--- src/core_params.svh ---
`ifndef CORE_PARAMS_SVH
`define CORE_PARAMS_SVH

// Datapath word width
`define CORE_DATA_W 32

// Architectural registers
`define CORE_NREGS 32

// Reorder buffer entries also set the tag width
`define CORE_ROB_DEPTH 8

// Entries per reservation station
`define CORE_STATION_DEPTH 2

// Multiplier pipeline stages
`define CORE_MUL_LATENCY 3

`endif

--- src/core_pkg.sv ---
`include "core_params.svh"

package core_pkg;

   // Instruction field positions
   localparam int OPC_W = 6;
   localparam int OPC_LSB = 26;
   localparam int RD_LSB = 21;
   localparam int RS1_LSB = 16;
   localparam int RS2_LSB = 11;
   localparam int IMM_W = 16;

   typedef logic [`CORE_DATA_W-1:0] word_t;
   typedef logic [$clog2(`CORE_NREGS)-1:0] reg_idx_t;
   typedef logic [$clog2(`CORE_ROB_DEPTH)-1:0] tag_t;

   typedef enum logic [OPC_W-1:0] {
      OP_ADD  = 6'h01,
      OP_SUB  = 6'h02,
      OP_AND  = 6'h03,
      OP_OR   = 6'h04,
      OP_XOR  = 6'h05,
      OP_ADDI = 6'h06,
      OP_MUL  = 6'h07
   } opcode_e;

   // Value is valid only when filled, else wait for tag
   typedef struct packed {
      word_t value;
      tag_t tag;
      logic filled;
   } operand_t;

   typedef struct packed {
      tag_t dst;
      opcode_e op;
      operand_t a;
      operand_t b;
   } issue_t;

   typedef struct packed {
      tag_t tag;
      word_t data;
   } cdb_t;

endpackage

--- src/core_if.sv ---


interface cdb_if;
   import core_pkg::*;

   // req and grant per unit, valid on the shared bus
   logic req;
   logic grant;
   logic valid;
   cdb_t data;

   modport unit (output req, output data, input grant);
   modport arbiter (input req, input data, output grant);
   modport broadcast (output valid, output data);
   modport monitor (input valid, input data);
endinterface

--- src/cdb_arbiter.sv ---
module cdb_arbiter (
   cdb_if.arbiter alu_req,
   cdb_if.arbiter mul_req,
   cdb_if.broadcast cdb
);

   // Multiplier wins since its pipeline is the deeper one to stall
   assign mul_req.grant = mul_req.req;
   assign alu_req.grant = alu_req.req && !mul_req.req;

   assign cdb.valid = alu_req.req || mul_req.req;

   always_comb begin
      if (mul_req.req) begin
         cdb.data = mul_req.data;
      end else begin
         cdb.data = alu_req.data;
      end
   end

endmodule

--- src/flat_wrapper.sv ---
// flat-port wrapper written by rule: the top's interface ports become plain ports
module cdb_arbiter_flat 
  (alu_req_req, alu_req_data, alu_req_grant, mul_req_req, mul_req_data, mul_req_grant, cdb_valid, cdb_data);
  cdb_if alu_req_i ();
  cdb_if mul_req_i ();
  cdb_if cdb_i ();
  input wire logic [$bits(alu_req_i.req)-1:0] alu_req_req;
  input wire logic [$bits(alu_req_i.data)-1:0] alu_req_data;
  output wire logic [$bits(alu_req_i.grant)-1:0] alu_req_grant;
  input wire logic [$bits(mul_req_i.req)-1:0] mul_req_req;
  input wire logic [$bits(mul_req_i.data)-1:0] mul_req_data;
  output wire logic [$bits(mul_req_i.grant)-1:0] mul_req_grant;
  output wire logic [$bits(cdb_i.valid)-1:0] cdb_valid;
  output wire logic [$bits(cdb_i.data)-1:0] cdb_data;
  assign alu_req_i.req = alu_req_req;
  assign alu_req_i.data = alu_req_data;
  assign alu_req_grant = alu_req_i.grant;
  assign mul_req_i.req = mul_req_req;
  assign mul_req_i.data = mul_req_data;
  assign mul_req_grant = mul_req_i.grant;
  assign cdb_valid = cdb_i.valid;
  assign cdb_data = cdb_i.data;
  cdb_arbiter u_core (.alu_req(alu_req_i), .mul_req(mul_req_i), .cdb(cdb_i));
endmodule
--- config.mk ---
export PLATFORM = sky130hd
export DESIGN_NAME = cdb_arbiter_flat
export DESIGN_NICKNAME = d
export VERILOG_FILES = /design/src/core_pkg.sv /design/src/core_if.sv /design/src/cdb_arbiter.sv /design/src/flat_wrapper.sv
export VERILOG_INCLUDE_DIRS = /design/src
export SDC_FILE = /design/constraint.sdc
export NUM_CORES = 1
export LEC_CHECK = 0
export BUFFER_PORTS_ARGS = -buffer_cell sky130_fd_sc_hd__buf_2
export CAP_MARGIN = 10
export CELL_PAD_IN_SITES_DETAIL_PLACEMENT = 0
export CELL_PAD_IN_SITES_GLOBAL_PLACEMENT = 1
export CORE_MARGIN = 8
export CORE_UTILIZATION = 15
export DETAILED_ROUTE_END_ITERATION = 16
export PLACE_DENSITY = 0.8
export SYNTH_ARGS = -nofsm -noshare
export SYNTH_HDL_FRONTEND = slang
export SYNTH_SLANG_ARGS = --single-unit
--- constraint.sdc ---
create_clock -name vclk -period 1.1
set_clock_uncertainty 0.15 [all_clocks]
set_input_delay 0.22 -clock vclk [all_inputs]
set_output_delay 0.22 -clock vclk [all_outputs]
set_load 0.01 [all_outputs]
==> reports/summary.txt <==
status - finished, violations left
failing checks - negative setup slack
slowest stage delay, CP - 0.30 ns
fraction of layout cells with a size suffix above 1 - 0.993
crit path DAT - 0.93 ns
# diodes - 0
Die W - 78.7 um
vias per cell - 3.81
first-pass GRT wire length - 4.78 mm
antenna violations before repair - 0
clkbuf count - 0
CP Class - in -> out
post-DP HPWL - 2.73 mm
Lkg Pwr - 0.877 nW
Post-Place Setup Slack - -0.323 ns
total number of vias - 773
vias in the first global route - 952
setup ws final - -0.202 ns
crit-path cells - buf_12 -> clkbuf_16 -> mux2_4 -> buf_6
post-synthesis sequential area ratio - 0
Die ar. - 6200 um2
CP Capture Type - output port
max_cap viols - 0
Synth Instances - 42
routability cong. - 0.708
Mapped Nets - 114
Core Area - 3880 um2
Worst-Margin Slew - 0.0987 ns
Worst Hold Endpoint - cdb_valid
peak supply drop - 0.168 mV
fillers - 402
Worst Path Max Fanout - 6
hold path startpoint - alu_req_req
nets - 227
Critical Path Start Type - input pin
Pre-Repair DR Iteration Count - 2
DRT iter0 DRCs - 19
YS warnings - 0
Reg area - 0 um2
CP required - 0.73 ns
Routed WL per cell - 15.6 um
gr usage total - 0.0924
largest net degree at the start of global routing - 12
Port Buf Inserts - 110
Hold Buf Count CTS - 0
Final ANT Viol Nets - 0
dpl cells - 199
Final Total Pwr - 0.718 mW
setup TNS - -6.64 ns
number of remaining DRC errors - 0
Netlist Area Pre-Place - 591 um2
die height - 78.7 um
Post-DP Area - 1150 um2
DRT Wirelength - 3.17 mm
commonest non-fill, non-tap cell in the layout - buf_2
RSZ-0062 raised after global routing - yes
Max Slew Vio Count - 0
Syn Area/Cell - 14.1 um2
slowest CP cell - mux2_4
Hold Path Stages - 3
Worst Hold Class - in -> out
Worst slew margin - 0.934
post-layout min period - 1.30 ns
Initial Utilization - 0.152
P per Cell Area - 466 nW/um2
count of cell types in the netlist - 7
Hold Vio Cnt, Final - 0
most frequent cells in the layout - buf_2 (73), buf_6 (36), mux2_4 (35)
gr ovfl total - 0
Area growth, synth to finish - 161%
multi-input logic area - 541 um2
# rows - 23
final setup fails - 37
fin crit share - 1.18
Final Instance Count excl. Fillers - 203
Final Cell Area - 1540 um2
I/O pin total - 110
FFs & Latches - 0
fmax - 768 MHz
-- worst max-delay path, delay by kind of cell --
family / cells / cell delay (ns)
buffers and inverters: 3 / 0.41
multiplexers: 1 / 0.30
-- report_power, final --
part	internal, mW	total (mW)	switching [mW]	leakage (nW)
clock	0	0	0	0
combinational	0.483	0.718	0.234	0.877
sequential	0	0	0	0
-- cells by family after synthesis --
group	count (synthesis)	synth area share
buffers and inverters	5	0.133
AND/OR/NAND/NOR	2	0.0212
multiplexers	35	0.845
-- cell type report --
cell class         instances  share of cell area
multi-input cells         37               0.351
well taps                 50              0.0406
repair buffers           116               0.609
-- cell usage after synthesis, drive strengths merged --
library cell,instances,share of area
mux2,35,0.85
buf,5,0.13
nor2b,1,0.011
or2,1,0.011
-- metrics by stage --
step                hold slack, ns   util
detailed placement           0.594  0.297
global route                 0.588  0.397
floorplan                    0.382      -
global placement             0.593  0.297
CTS                          0.570  0.390
finish                       0.567  0.397
-- worst max path at each step --
stage                           start  slack (ns)           end
after floorplan           mul_req_req       -0.06  cdb_data[10]
after global placement    mul_req_req       -0.31  cdb_data[19]
after detailed placement  mul_req_req       -0.32  cdb_data[32]
after CTS                 mul_req_req       -0.21  cdb_data[19]
after global routing      mul_req_req       -0.22  cdb_data[16]
final                     mul_req_req       -0.20  cdb_data[16]
-- layer usage --
layer	vias up	GRT usage	wire length, um
met3	2	0.0203	224
met2	41	0.198	1860
li1	379	-	-
met1	351	0.0886	1060
met4	0	0.00556	23
met5	-	0	0
-- timing repair --
| action | 4_1_cts | 5_1_grt |
|---|---|---|
| resized for setup | 56 | 0 |
| setup buffers | 0 | 0 |
| setup endpoints to repair | 38 | 37 |
| cloned | 3 | 1 |
| hold endpoints to repair | 0 | 0 |
Power figures use the tool's default switching activity.
