==> config.mk <==
export PLATFORM = sky130hd
export DESIGN_NAME = register_file
export DESIGN_NICKNAME = d
export VERILOG_FILES = /design/src/core_pkg.sv /design/src/register_file.sv
export VERILOG_INCLUDE_DIRS = /design/src
export SDC_FILE = /design/constraint.sdc
export NUM_CORES = 2
export LEC_CHECK = 0
export ABC_CLOCK_PERIOD_IN_PS = 13590
export BUFFER_PORTS_ARGS = -buffer_cell sky130_fd_sc_hd__buf_2
export CAP_MARGIN = 10
export CORE_MARGIN = 1
export CORE_UTILIZATION = 28
export DETAILED_ROUTE_END_ITERATION = 6
export PLACE_DENSITY = 0.54
export SLEW_MARGIN = 20
export SYNTH_ARGS = -nofsm -noshare
export SYNTH_HDL_FRONTEND = slang
export SYNTH_SLANG_ARGS = --single-unit
==> constraint.sdc <==
create_clock -name clk -period 13.59 [get_ports clk]
set_input_delay 2.718 -clock clk [delete_from_list [all_inputs] [get_ports clk]]
set_output_delay 2.718 -clock clk [all_outputs]
set_load 0.005 [all_outputs]
==> src/core_params.svh <==
`ifndef CORE_PARAMS_SVH
`define CORE_PARAMS_SVH

// Datapath word width
`define CORE_DATA_W 32

// Architectural registers
`define CORE_NREGS 32

// Reorder buffer entries also set the tag width
`define CORE_ROB_DEPTH 8

// Entries per reservation station
`define CORE_STATION_DEPTH 2

// Multiplier pipeline stages
`define CORE_MUL_LATENCY 3

`endif

==> src/core_pkg.sv <==
`include "core_params.svh"

package core_pkg;

   // Instruction field positions
   localparam int OPC_W = 6;
   localparam int OPC_LSB = 26;
   localparam int RD_LSB = 21;
   localparam int RS1_LSB = 16;
   localparam int RS2_LSB = 11;
   localparam int IMM_W = 16;

   typedef logic [`CORE_DATA_W-1:0] word_t;
   typedef logic [$clog2(`CORE_NREGS)-1:0] reg_idx_t;
   typedef logic [$clog2(`CORE_ROB_DEPTH)-1:0] tag_t;

   typedef enum logic [OPC_W-1:0] {
      OP_ADD  = 6'h01,
      OP_SUB  = 6'h02,
      OP_AND  = 6'h03,
      OP_OR   = 6'h04,
      OP_XOR  = 6'h05,
      OP_ADDI = 6'h06,
      OP_MUL  = 6'h07
   } opcode_e;

   // Value is valid only when filled, else wait for tag
   typedef struct packed {
      word_t value;
      tag_t tag;
      logic filled;
   } operand_t;

   typedef struct packed {
      tag_t dst;
      opcode_e op;
      operand_t a;
      operand_t b;
   } issue_t;

   typedef struct packed {
      tag_t tag;
      word_t data;
   } cdb_t;

endpackage

==> src/register_file.sv <==
`include "core_params.svh"

module register_file (
   input logic clk,
   input logic nrst,
   input core_pkg::reg_idx_t i_rd_a,
   input core_pkg::reg_idx_t i_rd_b,
   output core_pkg::operand_t o_rd_a,
   output core_pkg::operand_t o_rd_b,
   input logic i_rename,
   input core_pkg::reg_idx_t i_rename_reg,
   input core_pkg::tag_t i_rename_tag,
   input logic i_commit_valid,
   input core_pkg::reg_idx_t i_commit_reg,
   input core_pkg::tag_t i_commit_tag,
   input core_pkg::word_t i_commit_data
);
   import core_pkg::*;

   localparam int NREGS = `CORE_NREGS;

   word_t reg_value [NREGS];
   tag_t reg_tag [NREGS];
   logic [NREGS-1:0] busy;

   // Not busy means the value is architectural
   always_comb begin
      o_rd_a.value = reg_value[i_rd_a];
      o_rd_a.tag = reg_tag[i_rd_a];
      o_rd_a.filled = !busy[i_rd_a];
      o_rd_b.value = reg_value[i_rd_b];
      o_rd_b.tag = reg_tag[i_rd_b];
      o_rd_b.filled = !busy[i_rd_b];
   end

   always_ff @(posedge clk) begin
      if (nrst) begin
         busy <= '0;
         for (int i = 0; i < NREGS; i++) begin
            reg_value[i] <= '0;
            reg_tag[i] <= '0;
         end
      end else begin
         if (i_commit_valid) begin
            reg_value[i_commit_reg] <= i_commit_data;
            // Younger producer keeps the register busy
            if (reg_tag[i_commit_reg] == i_commit_tag) begin
               busy[i_commit_reg] <= 1'b0;
            end
         end
         if (i_rename) begin
            busy[i_rename_reg] <= 1'b1;
            reg_tag[i_rename_reg] <= i_rename_tag;
         end
      end
   end

endmodule

==> impl_metrics.py <==
metrics = {
    "cts": {
        "ctsHoldBuffers": 0,
        "cts_buffers": 121,
        "cts_num_sinks": 1152,
        "cts_resized": 0,
        "cts_tree": "done",
        "cts_root_buf": "clkbuf_16",
        "cts_max_path_buffers": 3,
        "cts_setup_buffers": 0,
        "clkTransAtPathRegs_ns": 0.06,
        "insertion_delay_ns": 0.78,
        "htreeDepth": 3,
    },
    "sta": {
        "finalClockSkew_ns": 0.0345,
        "max_slew.worst_pin.slew_ns": 1.11,
        "finalCritPeriodShare": 0.637,
        "hold_violations": 0,
        "min_period_ns": 8.66,
        "setup_tns_ns": 0,
        "slew_headroom": 0.261,
        "max_freq_ghz": 0.116,
        "rsz0062_at_grt": "no",
        "slew_violations": 0,
        "finalSetupViolations": 0,
    },
    "critical_path": {
        "arrival_ns": 5.94,
        "path_max_fanout": 80,
        "cp-end-kind": "primary output",
        "worst-setup-path-type": "in2out",
        "worstPathRequired_ns": 10.87,
        "critPathLaunchType": "input pin",
    },
    "routing": {
        "first_iter_violations": 4948,
        "detail-route-antenna-nets": 0,
        "vias_per_cell": 5.42,
        "drc": 0,
        "wirelength_met1_um": 88800,
        "met3_length_um": 16800,
        "dr_wl_met2_um": 106000,
        "maxUsedRoutingLayer": "met5",
        "vias": 37100,
        "drt_first_pass_iters": 7,
        "wl_um": 218000,
        "avgRoutedWirePerCell_um": 31.8,
    },
    "logic_synthesis": {
        "syn_inst": 3848,
        "synth_cell_types": 40,
        "syn-cell-area_mm2": 0.0621,
        "yosys-top-cells-area": "edfxtp_1 (54%), mux4_2 (26%), and2_1 (11%)",
        "avgSynthCellArea_um2": 16.1,
        "synth_top_area_frac": 0.542,
        "synth_seq_cells": 1152,
        "seq_area_frac_synth": 0.552,
        "yosys_warnings": 0,
        "yosysTopAreaCell": "edfxtp_1",
        "synth_fp_nets": 3910,
    },
    "die": {
        "start_util": 0.282,
        "die_width_um": 473,
        "die_area_mm2": 0.224,
        "rows": 172,
        "ios": 134,
        "coreArea_mm2": 0.220,
        "die_h_um": 473,
    },
    "global_route": {
        "grt_pass1_vias": 37200,
        "grt_antenna_before_repair": 33,
        "grt_max_degree": 128,
        "grt-ovfl-total": 0,
        "grt_usage": 0.193,
        "grt_pass1_wl_um": 302000,
    },
    "placement": {
        "io_buffers": 133,
        "gp_congestion": 0.782,
        "dpl.hpwl_um": 116000,
        "placed_cell_area_mm2": 0.0662,
    },
    "job": {
        "max-cap-violations": 0,
    },
    "finish": {
        "nets": 3840,
        "design_area_mm2": 0.0704,
        "fillers": 21400,
        "area_growth_pct": 13.3,
        "drive_gt1_frac": 0.332,
    },
    "hold_path": {
        "hold_path.class": "reg2reg",
    },
    "power_and_ir_drop": {
        "power_density_mw_per_mm2": 124,
        "leakage_uw": 0.0230,
        "peakVddDrop_mv": 0.107,
    },
    "outcome": {
        "status": "complete, no violations",
    },
}
cell usage after synthesis:
cell / n
and4_1: 1
nand3_1: 9
mux4_2: 725
or4_4: 1
a211oi_4: 1
or4b_2: 1
nand2b_1: 1
nor2b_1: 1
nand3b_1: 9
o22ai_1: 10
nor3_1: 25
mux2i_1: 38
nor4_1: 2
a22oi_1: 1
edfxtp_1: 1120
clkbuf_1: 358
buf_1: 50
o21ai_0: 66
o31ai_1: 1
inv_1: 1
a21oi_1: 32
xnor2_1: 1
buf_2: 10
nor3b_1: 3
a31oi_1: 33
nor2_1: 79
o31a_1: 2
nand4b_1: 2
and3b_1: 2
nand2_1: 17
or3_1: 3
o221ai_1: 3
nand4_1: 4
a222oi_1: 1
inv_2: 1
buf_6: 4
dfxtp_1: 32
mux2_2: 72
and2_1: 1120
or3b_2: 6
cell families (layout without fill, tap and decap cells):
family | Yosys count | count (layout) | synth area share
simple gates | 1286 | 1286 | 0.126
compound gates | 150 | 150 | 0.0137
mux | 835 | 835 | 0.282
xor+xnor | 1 | 1 | 0.000141
flops | 1152 | 1152 | 0.552
buf+inv | 424 | 461 | 0.0263
other cells | 0 | 13 | 0
cell usage in the layout, fill, tap and decap left out, drive strengths merged, types with 2 or more instances in the layout:
cell and count:
nor3 25, clkbuf 137, mux2i 38, nand4 4
and2 1120, nor3b 3, edfxtp 1120, inv 8
buf 229, or3b 6, clkinv 62, mux4 725
diode 13, o221ai 3, nand4b 2, o31a 2
o22ai 10, and3b 2, nand2 17, nand3 9
mux2 72, nand3b 9, or3 3, bufinv 16
nor4 2, dfxtp 32, o21ai 66, a21oi 32
a31oi 33, nor2 79, clkinvlp 9
through the flow:
stage / worst slack, ns / util / hold slack, ns / instances / power, uW
after global routing: 4.77 / 0.320 / 0.540 / 6845 / 8990
after CTS: 4.88 / 0.320 / 0.520 / 6843 / 8810
after detailed placement: 4.88 / 0.301 / 0.516 / 6613 / 5350
after global placement: 4.87 / 0.301 / 0.505 / 6613 / 5340
after floorplan: 5.81 / - / 0.495 / 3848 / 4910
final: 4.93 / 0.320 / 0.519 / 6856 / 8750
flip-flops by register name, summed over array words and instances (netlist names):
name	flops
reg_value	1024
busy	32
reg_tag	96
worst max-delay path, cell delays in order:
cell,delay [ns]
buf_8,0.64
buf_12,0.56
mux4_2,0.60
mux4_2,0.58
mux2_2,0.35
buf_2,0.14
final timing paths:
check	endpoint	slack [ns]	startpoint	cells after the start
setup / recovery	o_rd_a[22]	4.93	i_rd_a[0]	6
hold / removal	busy[22]	0.52	busy[22]	2
setup reg to reg	busy[12]	10.69	reg_tag[23][1]	7
hold reg to reg	busy[22]	0.52	busy[22]	2
routing by layer:
layer / GRT usage / up-vias
met5: 0 / -
met4: 0.0536 / 6
met3: 0.0344 / 345
met2: 0.318 / 1805
met1: 0.259 / 20100
li1: - / 14900
final cells by class:
cell class | instances | area (um^2) | area share
clock inverters | 93 | 946 | 0.0134
inverters | 2 | 10.0 | 0.000142
multi-input cells | 2272 | 26700 | 0.380
diodes | 13 | 32.5 | 0.000462
flip-flops and latches | 1152 | 34300 | 0.487
clock buffers | 137 | 3140 | 0.0446
well taps | 2958 | 3700 | 0.0526
repair buffers | 229 | 1530 | 0.0218
power by group:
group	switching (uW)	internal, uW	total, uW
Sequential	98.4	4090	4190
Clock	1520	1970	3490
Combinational	590	487	1080
Note: power is estimated with default switching activity, not from simulation.
