[src/core_params.svh]
`ifndef CORE_PARAMS_SVH
`define CORE_PARAMS_SVH

// Datapath word width
`define CORE_DATA_W 32

// Architectural registers
`define CORE_NREGS 32

// Reorder buffer entries also set the tag width
`define CORE_ROB_DEPTH 8

// Entries per reservation station
`define CORE_STATION_DEPTH 2

// Multiplier pipeline stages
`define CORE_MUL_LATENCY 3

`endif

[src/core_pkg.sv]
`include "core_params.svh"

package core_pkg;

   // Instruction field positions
   localparam int OPC_W = 6;
   localparam int OPC_LSB = 26;
   localparam int RD_LSB = 21;
   localparam int RS1_LSB = 16;
   localparam int RS2_LSB = 11;
   localparam int IMM_W = 16;

   typedef logic [`CORE_DATA_W-1:0] word_t;
   typedef logic [$clog2(`CORE_NREGS)-1:0] reg_idx_t;
   typedef logic [$clog2(`CORE_ROB_DEPTH)-1:0] tag_t;

   typedef enum logic [OPC_W-1:0] {
      OP_ADD  = 6'h01,
      OP_SUB  = 6'h02,
      OP_AND  = 6'h03,
      OP_OR   = 6'h04,
      OP_XOR  = 6'h05,
      OP_ADDI = 6'h06,
      OP_MUL  = 6'h07
   } opcode_e;

   // Value is valid only when filled, else wait for tag
   typedef struct packed {
      word_t value;
      tag_t tag;
      logic filled;
   } operand_t;

   typedef struct packed {
      tag_t dst;
      opcode_e op;
      operand_t a;
      operand_t b;
   } issue_t;

   typedef struct packed {
      tag_t tag;
      word_t data;
   } cdb_t;

endpackage

[src/core_if.sv]


interface cdb_if;
   import core_pkg::*;

   // req and grant per unit, valid on the shared bus
   logic req;
   logic grant;
   logic valid;
   cdb_t data;

   modport unit (output req, output data, input grant);
   modport arbiter (input req, input data, output grant);
   modport broadcast (output valid, output data);
   modport monitor (input valid, input data);
endinterface

[src/reorder_buffer.sv]
`include "core_params.svh"

module reorder_buffer (
   input logic clk,
   input logic nrst,
   input logic i_alloc,
   output core_pkg::tag_t o_tag,
   output logic o_full,
   input core_pkg::reg_idx_t i_dst_reg,
   input core_pkg::tag_t i_query_a,
   input core_pkg::tag_t i_query_b,
   output core_pkg::operand_t o_query_a,
   output core_pkg::operand_t o_query_b,
   cdb_if.monitor cdb,
   output logic o_commit_valid,
   output core_pkg::reg_idx_t o_commit_reg,
   output core_pkg::tag_t o_commit_tag,
   output core_pkg::word_t o_commit_data
);
   import core_pkg::*;

   localparam int DEPTH = `CORE_ROB_DEPTH;
   localparam int CNT_W = $clog2(DEPTH + 1);

   reg_idx_t dst_reg [DEPTH];
   word_t value [DEPTH];
   logic [DEPTH-1:0] done;
   tag_t head;
   tag_t tail;
   logic [CNT_W-1:0] count;

   assign o_tag = tail;
   assign o_full = (count == CNT_W'(DEPTH));

   // Head retires once its result is back
   assign o_commit_valid = (count != '0) && done[head];
   assign o_commit_reg = dst_reg[head];
   assign o_commit_tag = head;
   assign o_commit_data = value[head];

   always_comb begin
      o_query_a.value = value[i_query_a];
      o_query_a.tag = i_query_a;
      o_query_a.filled = done[i_query_a];
      o_query_b.value = value[i_query_b];
      o_query_b.tag = i_query_b;
      o_query_b.filled = done[i_query_b];
   end

   always_ff @(posedge clk) begin
      if (nrst) begin
         head <= '0;
         tail <= '0;
         count <= '0;
         done <= '0;
      end else begin
         if (i_alloc) begin
            done[tail] <= 1'b0;
            tail <= tail + 1'b1;
         end
         if (cdb.valid) begin
            done[cdb.data.tag] <= 1'b1;
         end
         if (o_commit_valid) begin
            head <= head + 1'b1;
         end
         count <= count + CNT_W'(i_alloc) - CNT_W'(o_commit_valid);
      end
   end

   always_ff @(posedge clk) begin
      if (i_alloc) begin
         dst_reg[tail] <= i_dst_reg;
      end
      if (cdb.valid) begin
         value[cdb.data.tag] <= cdb.data.data;
      end
   end

endmodule

[src/flat_wrapper.sv]
// flat-port wrapper written by rule: the top's interface ports become plain ports
module reorder_buffer_flat import core_pkg::*;
  (clk, nrst, i_alloc, o_tag, o_full, i_dst_reg, i_query_a, i_query_b, o_query_a, o_query_b, o_commit_valid, o_commit_reg, o_commit_tag, o_commit_data, cdb_valid, cdb_data);
  cdb_if cdb_i ();
  input logic clk;
  input logic nrst;
  input logic i_alloc;
  output core_pkg::tag_t o_tag;
  output logic o_full;
  input core_pkg::reg_idx_t i_dst_reg;
  input core_pkg::tag_t i_query_a;
  input core_pkg::tag_t i_query_b;
  output core_pkg::operand_t o_query_a;
  output core_pkg::operand_t o_query_b;
  output logic o_commit_valid;
  output core_pkg::reg_idx_t o_commit_reg;
  output core_pkg::tag_t o_commit_tag;
  output core_pkg::word_t o_commit_data;
  input wire logic [$bits(cdb_i.valid)-1:0] cdb_valid;
  input wire logic [$bits(cdb_i.data)-1:0] cdb_data;
  assign cdb_i.valid = cdb_valid;
  assign cdb_i.data = cdb_data;
  reorder_buffer u_core (.clk(clk), .nrst(nrst), .i_alloc(i_alloc), .o_tag(o_tag), .o_full(o_full), .i_dst_reg(i_dst_reg), .i_query_a(i_query_a), .i_query_b(i_query_b), .o_query_a(o_query_a), .o_query_b(o_query_b), .cdb(cdb_i), .o_commit_valid(o_commit_valid), .o_commit_reg(o_commit_reg), .o_commit_tag(o_commit_tag), .o_commit_data(o_commit_data));
endmodule
[config.mk]
export PLATFORM = sky130hd
export DESIGN_NAME = reorder_buffer_flat
export DESIGN_NICKNAME = d
export VERILOG_FILES = /design/src/core_pkg.sv /design/src/core_if.sv /design/src/reorder_buffer.sv /design/src/flat_wrapper.sv
export VERILOG_INCLUDE_DIRS = /design/src
export SDC_FILE = /design/constraint.sdc
export NUM_CORES = 1
export LEC_CHECK = 0
export ABC_AREA = 0
export BUFFER_PORTS_ARGS = -buffer_cell sky130_fd_sc_hd__buf_2
export CORE_ASPECT_RATIO = 1.25
export CORE_MARGIN = 2
export CORE_UTILIZATION = 45
export DETAILED_ROUTE_END_ITERATION = 7
export PLACE_DENSITY = 0.69
export SYNTH_ARGS = -nofsm -noshare
export SYNTH_HDL_FRONTEND = slang
export SYNTH_SLANG_ARGS = --single-unit
[constraint.sdc]
create_clock -name clk -period 5.1 [get_ports clk]
set_input_delay 1.02 -clock clk [delete_from_list [all_inputs] [get_ports clk]]
set_output_delay 1.02 -clock clk [all_outputs]
set_load 0.01 [all_outputs]
==> impl_results.md <==
- Outcome: finished clean
- Setup TNS Final: 0 ns
- Largest family of logic cells by synthesized area: multiplexers
- Cts bufs inserted: 31
- Dominant cell type by area after synthesis: edfxtp_1
- CTS max path bufs: 3
- Clk Tree Root Cell: clkbuf_16
- Util after Layout: 0.5238
- Proportion of layout cells with a drive suffix above 1: 0.5730
- Worst skew pair latency: 0.57 ns
- Share of the synthesized area in the top cell type: 0.5484
- Worst hold path class: flip-flop to flip-flop
- Max-slew violation count: 0
- Hold path depth: 2
- Post-synth EDFFs: 296
- Actual slew at the worst max-slew pin: 0.9624 ns
- FF-to-FF path depth: 8
- WP data required: 4.08 ns
- Commonest non-fill, non-tap cell in the layout: edfxtp_1
- Core Rows: 77
- RSZ-0062 raised after global routing: no
- Avg Cell Area, Syn: 20.26 um^2
- Slowest cell on crit path: mux4_2
- Fin. Hold Viols: 0
- WP buf/inv: 3
- Slowest stage delay, CP: 0.54 ns
- Cts hold-fix bufs: 0
- Syn Nets: 858
- Final-stage net count: 1013
- Yosys cell types: 38
- Dpl hpwl: 23.50 mm
- Asr flop ratio synth: 0
- Most frequent cells in the layout: edfxtp_1, mux4_2, buf_2
- Critical path class: input pin to output port
- Die area: 37560 um^2
- Worst path cell trace: buf_4 > buf_12 > mux4_2 > mux2_2 > buf_2
- Worst hold endpoint: u_core.done[7]
- Post-Syn Area: 16210 um^2
- Worst setup SP type: input pin
- Slew HR: 0.3577
- Gr usage total: 0.2116
- Synth top area cells: edfxtp_1, mux4_2, mux2_2, dfxtp_1, buf_6
- Leakage dissipation: 6.107 nW
- Maximum fanout along the worst path: 31
- Vias in the first global route: 9436
- DRT Pass-1 Iters: 5
- GP Congestion: 0.7599
- Largest register FFs: 256
- Crit path max-delay family: buffers and inverters
- # diodes: 0
- Fin cells: 1453
- Starting Density: 0.4572
- Ys Warns: 0
- Post-route ant nets: 0
- Adder-Cell Fraction of Synth Area: 0.006639
- Setup violations, final: 0
- Simple-gate share of the synthesized area: 0.01660
- Final Power: 6.135 mW
- Clk pin slew, worst setup/hold paths: 0.06 ns
- Fin crit share: 0.7754
- Register area share after synthesis: 0.5743
- H-tree levels: 1
- Post CTS Setup Buffer Count: 0
- Proportion of synthesized area in mux cells: 0.3617
- Synthesis-stage register bit count: 317
- Post-route DRC: 0
- Post-Synth XOR/XNOR Area: 0.002161
- First-pass GRT wire length: 58.79 mm
- Total grt overflow: 0
- Post-synthesis compound-gate area fraction: 0.01027
- WL final: 39.56 mm
- DP Cell Count: 1396
- Max-Cap Viols: 0
- CP arrival: 2.93 ns
- Hold Slack: 0.5329 ns
- CTS tree: done
- CTS-repair resized insts: 0
- Pwr/cell area: 330.4 nW/um^2
- Main synth FF type: edfxtp_1
- WL per Instance: 27.23 um
- DR vias: 8917
- Fmax: 0.2529 GHz
- First DRT Iteration DRCs: 756
- PortBufs: 166
- VDD IR max: 289.4 uV
- Hold path startpoint: u_core.done[7]
- IO Count: 167
- Setup Skew: 0.005098 ns
- Syn Inst Count: 800
- Chip height: 216.2 um
- Synthesis-to-finish area growth: 14.57%
- Endpoint class of the critical path: output port
- Routed vias/inst: 6.137
- R2R setup slack: 2.70 ns
- Largest net degree at the start of global routing: 68
- Initial antenna violation count: 1
- Final period demand of the worst path: 3.955 ns
- Reg-to-Reg End: u_core.count[2]
- CTS sink cnt: 317
- Worst r2r src: u_core.o_commit_tag[0]
- Die X: 173.7 um
- Total core area: 35450 um^2
[area by class of cell]
class | instances | area, um^2
Clock buffer | 35 | 790.8
Clock inverter | 22 | 282.8
Fill cell | 2869 | 16880
Inverter | 11 | 41.29
Multi-Input combinational cell | 407 | 6487
Sequential cell | 317 | 9318
Tap cell | 474 | 593.1
Timing Repair Buffer | 187 | 1056
[through the flow]
| stage | cell area, um^2 | setup slack, ns |
|---|---|---|
| floorplan | 16210 | 1.182 |
| global placement | 17500 | 1.133 |
| detailed placement | 17500 | 1.107 |
| CTS | 18570 | 1.104 |
| global route | 18570 | 1.008 |
| finish | 18570 | 1.145 |
[worst reg2reg max path: cells and delay by family (launching register included)]
family / cells / cell delay (ns)
XOR/XNOR: 1 / 0.15
AND/OR/NAND/NOR: 3 / 0.33
multiplexers: 1 / 0.41
flip-flops: 1 / 0.52
AO/OA/AOI/OAI: 1 / 0.25
adder cells (fa/ha/maj): 2 / 0.62
[how the worst max path moves through the flow]
stage / from / endpoint / slack [ns] / cells past startpoint
after floorplan: cdb_data[32] / u_core.value[0][0] / 1.18 / 2
after global placement: i_query_a[0] / o_query_a[31] / 1.13 / 5
after detailed placement: i_query_a[0] / o_query_a[4] / 1.11 / 5
after CTS: i_query_a[0] / o_query_a[4] / 1.10 / 5
after global routing: i_query_a[0] / o_query_a[4] / 1.01 / 5
final: i_query_a[0] / o_query_a[32] / 1.15 / 5
[cell families (layout without fill, tap and decap cells)]
logic type / Yosys count / after routing
AO/OA/AOI/OAI: 26 / 26
XOR/XNOR: 4 / 4
adder cells (fa/ha/maj): 8 / 8
buffers and inverters: 76 / 255
flip-flops: 317 / 317
multiplexers: 314 / 314
AND/OR/NAND/NOR: 55 / 55
[cells in the mapped netlist, types with 2 or more instances]
cell type,n
mux4_2,206
o21ai_0,5
mux2_2,105
nand2_1,10
buf_2,19
edfxtp_1,296
nor3_1,2
mux2_4,2
nand3_1,4
nor2_1,20
nand2b_1,3
inv_1,11
buf_1,2
dfxtp_1,21
or3_1,3
buf_6,16
nor2b_1,6
buf_4,8
clkbuf_1,20
xnor2_1,3
ha_1,7
a21oi_1,15
[metal layers]
metal,vias up,GRT usage,share of wire
met3,45,0.02211,0.051
li1,3762,-,-
met1,4831,0.2727,0.39
met4,0,0.05602,0.019
met2,279,0.3837,0.54
met5,-,0,0
[power breakdown]
group / internal, mW / total (mW) / switching (mW)
logic: 0.366 / 0.721 / 0.355
clock network: 1.46 / 2.42 / 0.957
registers: 2.94 / 3.00 / 0.0598
total: 4.76 / 6.13 / 1.37
Power figures use the tool's default switching activity.
