File: config.mk
export PLATFORM = sky130hd
export DESIGN_NAME = exec_unit_flat
export DESIGN_NICKNAME = d
export VERILOG_FILES = /design/src/core_pkg.sv /design/src/core_if.sv /design/src/exec_unit.sv /design/src/flat_wrapper.sv
export VERILOG_INCLUDE_DIRS = /design/src
export SDC_FILE = /design/constraint.sdc
export NUM_CORES = 2
export LEC_CHECK = 0
export ABC_AREA = 1
export BUFFER_PORTS_ARGS = -buffer_cell sky130_fd_sc_hd__buf_2
export CAP_MARGIN = 0
export CORE_ASPECT_RATIO = 1.5
export CORE_MARGIN = 3
export CORE_UTILIZATION = 55
export CTS_CLUSTER_SIZE = 28
export DETAILED_ROUTE_END_ITERATION = 7
export PLACE_DENSITY = 0.82
export SLEW_MARGIN = 20
export SYNTH_ARGS = -nofsm -noshare
export SYNTH_HDL_FRONTEND = slang
export SYNTH_SLANG_ARGS = --single-unit
File: constraint.sdc
create_clock -name clk -period 9.8 [get_ports clk]
set_input_delay 2.45 -clock clk [delete_from_list [all_inputs] [get_ports clk]]
set_output_delay 2.45 -clock clk [all_outputs]
set_load 0.02 [all_outputs]
File: src/core_params.svh
`ifndef CORE_PARAMS_SVH
`define CORE_PARAMS_SVH

// Datapath word width
`define CORE_DATA_W 32

// Architectural registers
`define CORE_NREGS 32

// Reorder buffer entries also set the tag width
`define CORE_ROB_DEPTH 8

// Entries per reservation station
`define CORE_STATION_DEPTH 2

// Multiplier pipeline stages
`define CORE_MUL_LATENCY 3

`endif

File: src/core_pkg.sv
`include "core_params.svh"

package core_pkg;

   // Instruction field positions
   localparam int OPC_W = 6;
   localparam int OPC_LSB = 26;
   localparam int RD_LSB = 21;
   localparam int RS1_LSB = 16;
   localparam int RS2_LSB = 11;
   localparam int IMM_W = 16;

   typedef logic [`CORE_DATA_W-1:0] word_t;
   typedef logic [$clog2(`CORE_NREGS)-1:0] reg_idx_t;
   typedef logic [$clog2(`CORE_ROB_DEPTH)-1:0] tag_t;

   typedef enum logic [OPC_W-1:0] {
      OP_ADD  = 6'h01,
      OP_SUB  = 6'h02,
      OP_AND  = 6'h03,
      OP_OR   = 6'h04,
      OP_XOR  = 6'h05,
      OP_ADDI = 6'h06,
      OP_MUL  = 6'h07
   } opcode_e;

   // Value is valid only when filled, else wait for tag
   typedef struct packed {
      word_t value;
      tag_t tag;
      logic filled;
   } operand_t;

   typedef struct packed {
      tag_t dst;
      opcode_e op;
      operand_t a;
      operand_t b;
   } issue_t;

   typedef struct packed {
      tag_t tag;
      word_t data;
   } cdb_t;

endpackage

File: src/core_if.sv
interface issue_if;
   import core_pkg::*;

   logic valid;
   logic ready;
   issue_t data;

   modport source (output valid, output data, input ready);
   modport sink (input valid, input data, output ready);
endinterface

interface cdb_if;
   import core_pkg::*;

   // req and grant per unit, valid on the shared bus
   logic req;
   logic grant;
   logic valid;
   cdb_t data;

   modport unit (output req, output data, input grant);
   modport arbiter (input req, input data, output grant);
   modport broadcast (output valid, output data);
   modport monitor (input valid, input data);
endinterface

File: src/exec_unit.sv
`include "core_params.svh"

module exec_unit #(
   parameter int LATENCY = 1
) (
   input logic clk,
   input logic nrst,
   issue_if.sink issue,
   cdb_if.unit cdb_out,
   cdb_if.monitor cdb
);
   import core_pkg::*;

   localparam int DEPTH = `CORE_STATION_DEPTH;
   localparam int SEL_W = (DEPTH > 1) ? $clog2(DEPTH) : 1;

   // Station kept in age order with the oldest at index 0
   logic [DEPTH-1:0] st_valid;
   logic [DEPTH-1:0] nxt_valid;
   issue_t st_entry [DEPTH];
   issue_t nxt_entry [DEPTH];
   logic [SEL_W-1:0] sel;
   logic found;
   logic do_issue;
   logic placed;
   logic stall;

   logic [LATENCY-1:0] pipe_valid;
   cdb_t pipe_data [LATENCY];

   function automatic word_t compute(issue_t e);
      case (e.op)
         OP_ADD, OP_ADDI: return e.a.value + e.b.value;
         OP_SUB: return e.a.value - e.b.value;
         OP_AND: return e.a.value & e.b.value;
         OP_OR: return e.a.value | e.b.value;
         OP_XOR: return e.a.value ^ e.b.value;
         OP_MUL: return e.a.value * e.b.value;
         default: return '0;
      endcase
   endfunction

   assign issue.ready = !st_valid[DEPTH-1];
   assign cdb_out.req = pipe_valid[LATENCY-1];
   assign cdb_out.data = pipe_data[LATENCY-1];
   // Whole pipeline holds while the last stage waits for the bus
   assign stall = pipe_valid[LATENCY-1] && !cdb_out.grant;
   assign do_issue = found && !stall;

   always_comb begin
      found = 1'b0;
      sel = '0;
      for (int i = DEPTH - 1; i >= 0; i--) begin
         if (st_valid[i] && st_entry[i].a.filled && st_entry[i].b.filled) begin
            found = 1'b1;
            sel = SEL_W'(i);
         end
      end
   end

   always_comb begin
      nxt_valid = st_valid;
      nxt_entry = st_entry;
      placed = 1'b0;
      for (int i = 0; i < DEPTH; i++) begin
         if (cdb.valid && !nxt_entry[i].a.filled && nxt_entry[i].a.tag == cdb.data.tag) begin
            nxt_entry[i].a.value = cdb.data.data;
            nxt_entry[i].a.filled = 1'b1;
         end
         if (cdb.valid && !nxt_entry[i].b.filled && nxt_entry[i].b.tag == cdb.data.tag) begin
            nxt_entry[i].b.value = cdb.data.data;
            nxt_entry[i].b.filled = 1'b1;
         end
      end
      // Close the gap left by the issued entry
      if (do_issue) begin
         for (int i = 0; i < DEPTH - 1; i++) begin
            if (i >= int'(sel)) begin
               nxt_valid[i] = nxt_valid[i + 1];
               nxt_entry[i] = nxt_entry[i + 1];
            end
         end
         nxt_valid[DEPTH-1] = 1'b0;
      end
      if (issue.valid && issue.ready) begin
         for (int i = 0; i < DEPTH; i++) begin
            if (!nxt_valid[i] && !placed) begin
               nxt_valid[i] = 1'b1;
               nxt_entry[i] = issue.data;
               placed = 1'b1;
            end
         end
      end
   end

   always_ff @(posedge clk) begin
      if (nrst) begin
         st_valid <= '0;
         pipe_valid <= '0;
      end else begin
         st_valid <= nxt_valid;
         if (!stall) begin
            pipe_valid[0] <= do_issue;
            for (int i = 1; i < LATENCY; i++) begin
               pipe_valid[i] <= pipe_valid[i - 1];
            end
         end
      end
   end

   always_ff @(posedge clk) begin
      st_entry <= nxt_entry;
      if (!stall) begin
         pipe_data[0].tag <= st_entry[sel].dst;
         pipe_data[0].data <= compute(st_entry[sel]);
         for (int i = 1; i < LATENCY; i++) begin
            pipe_data[i] <= pipe_data[i - 1];
         end
      end
   end

endmodule

File: src/flat_wrapper.sv
// flat-port wrapper written by rule: the top's interface ports become plain ports
module exec_unit_flat import core_pkg::*;
#(
   parameter int LATENCY = 1
)
  (clk, nrst, issue_valid, issue_data, issue_ready, cdb_out_req, cdb_out_data, cdb_out_grant, cdb_valid, cdb_data);
  issue_if issue_i ();
  cdb_if cdb_out_i ();
  cdb_if cdb_i ();
  input logic clk;
  input logic nrst;
  input wire logic [$bits(issue_i.valid)-1:0] issue_valid;
  input wire logic [$bits(issue_i.data)-1:0] issue_data;
  output wire logic [$bits(issue_i.ready)-1:0] issue_ready;
  output wire logic [$bits(cdb_out_i.req)-1:0] cdb_out_req;
  output wire logic [$bits(cdb_out_i.data)-1:0] cdb_out_data;
  input wire logic [$bits(cdb_out_i.grant)-1:0] cdb_out_grant;
  input wire logic [$bits(cdb_i.valid)-1:0] cdb_valid;
  input wire logic [$bits(cdb_i.data)-1:0] cdb_data;
  assign issue_i.valid = issue_valid;
  assign issue_i.data = issue_data;
  assign issue_ready = issue_i.ready;
  assign cdb_out_req = cdb_out_i.req;
  assign cdb_out_data = cdb_out_i.data;
  assign cdb_out_i.grant = cdb_out_grant;
  assign cdb_i.valid = cdb_valid;
  assign cdb_i.data = cdb_data;
  exec_unit #(.LATENCY(LATENCY)) u_core (.clk(clk), .nrst(nrst), .issue(issue_i), .cdb_out(cdb_out_i), .cdb(cdb_i));
endmodule
==> summary.txt <==
Run status
  – Outcome: complete, no violations

Timing
  – Number of setup violations in the final report: 0
  – Final Cycle Share: 0.925
  – Setup_tns: 0 ns
  – Post-Route Skew: 0.0322 ns
  – Fin crit period: 9.06 ns
  – Fmax: 0.110 GHz
  – Worst Max-Slew Pin Slew: 1.03 ns
  – Worst setup margin: 0.735 ns
  – Slew margin rel.: 0.303
  – RSZ-0062 raised after global routing: no
  – Hold Violations, Final: 0
  – Fin. max-slew vios: 0
  – Hold_ws: 0.489 ns

Critical path
  – Startpoint Class: flop
  – Worst setup EP type: flop
  – Crit-path max FO: 51
  – WS Path Type: reg2reg
  – Reg-to-reg startpoint: u_core.st_entry[81]
  – CP dominant cell by count: fa_1
  – Critical Path RT: 10.04 ns
  – Crit-path slowest cell: fa_1
  – Critical Path Start: u_core.st_entry[81]
  – CP peak stage delay: 0.59 ns
  – Worst Path Arrival: 9.31 ns

GRT
  – GRT Util Overall: 0.394
  – Largest net degree at the start of global routing: 101
  – Vias in the first global route: 28700
  – GRT overflow: 0
  – Global-route wire length before repair: 169000 um
  – Initial antenna violation count: 0

Synthesis
  – Register area share after synthesis: 0.150
  – Mapped Area: 0.0299 sq mm
  – Synth cell count leaders: nand2_1 (958), inv_1 (686), nor2_1 (451)
  – Syn Nets: 4807
  – Asr flop ratio synth: 0
  – Synth top area cells: fa_1 (27%), nand2_1 (12%), dfxtp_1 (10%)
  – Mapped Cells: 4061
  – Ys Warns: 0
  – Most common cell in the netlist: nand2_1
  – Area leader, netlist: fa_1
  – #FFs+latches synth: 200
  – Syn Area/Cell: 7.37 sq um
  – Share of the synthesized area in the top cell type: 0.274
  – Number of synthesized flops with an enable pin: 50
  – Top FF cell, synth: dfxtp_1
  – Post-synth cell types: 56

Floorplan
  – Height of the die: 292 um
  – Die ar.: 0.0573 sq mm
  – I/O pins: 158
  – Die width: 196 um
  – Row count: 104
  – Initial Utilization: 0.557
  – Core area: 0.0537 sq mm

Route
  – Initial DRC Count: 2599
  – DRT antenna net count: 0
  – Drt drc: 0
  – Pre-antenna DRT Iters: 7
  – DR WL/cell: 23.3 um
  – WL final: 113000 um
  – Via count of the routed design: 28400
  – Vias/cell: 5.88

Clocking
  – Longest Clk Path Bufs: 2
  – Clk sink count: 200
  – Skew-Pair Late Insertion Delay: 0.50 ns
  – CTS tree: built
  – Post-cts resize count: 0
  – H-tree depth reported by CTS: 4
  – Post-CTS Hold Fix Bufs: 0
  – Root Buffer: clkbuf_16
  – Reg clk slew, reported paths: 0.09 ns
  – Post-CTS setup buffer count: 0
  – CTS buffer count: 17

Layout
  – Final Cell Area: 0.0320 sq mm
  – Layout cell share with drive strength beyond 1: 0.0970
  – Antenna Cells: 0
  – Area grow syn2layout: 6.99%
  – Nets@finish: 4877
  – Fillcell total: 4987

Placement
  – Routability Congestion: 1.07
  – HPWL Detailed: 87100 um
  – Port buffer count: 157
  – Pre-CTS setup slack: 0.937 ns
  – Dpl cell area: 0.0314 sq mm

Job
  – Max Cap Viol: 0

Min path
  – HP Class: reg2reg
  – HP Start: u_core.st_entry[154]
==> kinds of logic (layout without fill, tap and decap cells) <==
| logic type | count (synthesis) | in the layout | synth area share |
|---|---|---|---|
| AOI/OAI and AO/OA | 595 | 595 | 0.112 |
| buffers and inverters | 887 | 970 | 0.115 |
| xor gates and xnor gates | 55 | 55 | 0.0161 |
| and+or+nand+nor | 1643 | 1643 | 0.221 |
| DFF | 200 | 200 | 0.150 |
| muxes | 56 | 56 | 0.0211 |
| adders and majority gates | 625 | 625 | 0.364 |
==> metrics by stage <==
step | cells | utilization
final | 4833 | 0.596
after floorplan | 4061 | -
after global routing | 4833 | 0.596
after global placement | 4800 | 0.584
after detailed placement | 4800 | 0.585
after CTS | 4832 | 0.595
==> final timing paths <==
kind	endpoint	depth (start not counted)	slack, ns
hold reg to reg	u_core.st_entry[154]	2	0.49
setup / recovery	u_core.pipe_data[0][28]	31	0.74
setup reg to reg	u_core.pipe_data[0][28]	31	0.74
hold / removal	u_core.st_entry[154]	2	0.49
==> flip-flops by register name, summed over array words and instances (netlist names) <==
register and count:
u_core.pipe_data 35, u_core.st_entry 162, u_core.st_valid 2, u_core.cdb_out.req 1
==> metal layers <==
metal / vias up / wire [um] / GRT usage
met3: 556 / 9870 / 0.0645
met4: 0 / 11600 / 0.318
li1: 12700 / - / -
met2: 1653 / 53400 / 0.658
met5: - / 0 / 0
met1: 13500 / 37800 / 0.443
==> layout make-up <==
type	count	area, sq um	share of cell area
clock buffers	19	443	0.0138
clock inverters	13	141	0.00441
inverters	709	2660	0.0831
multi-input cells	2974	22000	0.688
flip-flops and latches	200	4500	0.141
well taps	689	862	0.0269
repair buffers	229	1370	0.0428
==> critical path: cells and delay by family, from the launching register on <==
| kind | cells | cell delay (ns) |
|---|---|---|
| xor+xnor | 1 | 0.15 |
| simple gates | 11 | 1.41 |
| flops | 1 | 0.40 |
| fa+ha+maj | 10 | 4.97 |
| compound gates | 2 | 0.50 |
| buf+inv | 7 | 1.30 |
==> cells in the final DEF (no fill, tap or decap), drive strengths merged, types with 99 or more instances in the layout <==
| cell | Yosys | final |
|---|---|---|
| a21oi | 99 | 99 |
| buf | 49 | 229 |
| dfxtp | 150 | 150 |
| fa | 409 | 409 |
| ha | 216 | 216 |
| inv | 701 | 711 |
| nand2 | 975 | 975 |
| nand3 | 149 | 149 |
| nor2 | 456 | 456 |
| o21ai | 401 | 401 |
Power is not shown: default switching activity piles up to over one toggle a cycle in this logic, so the estimate is an artifact.
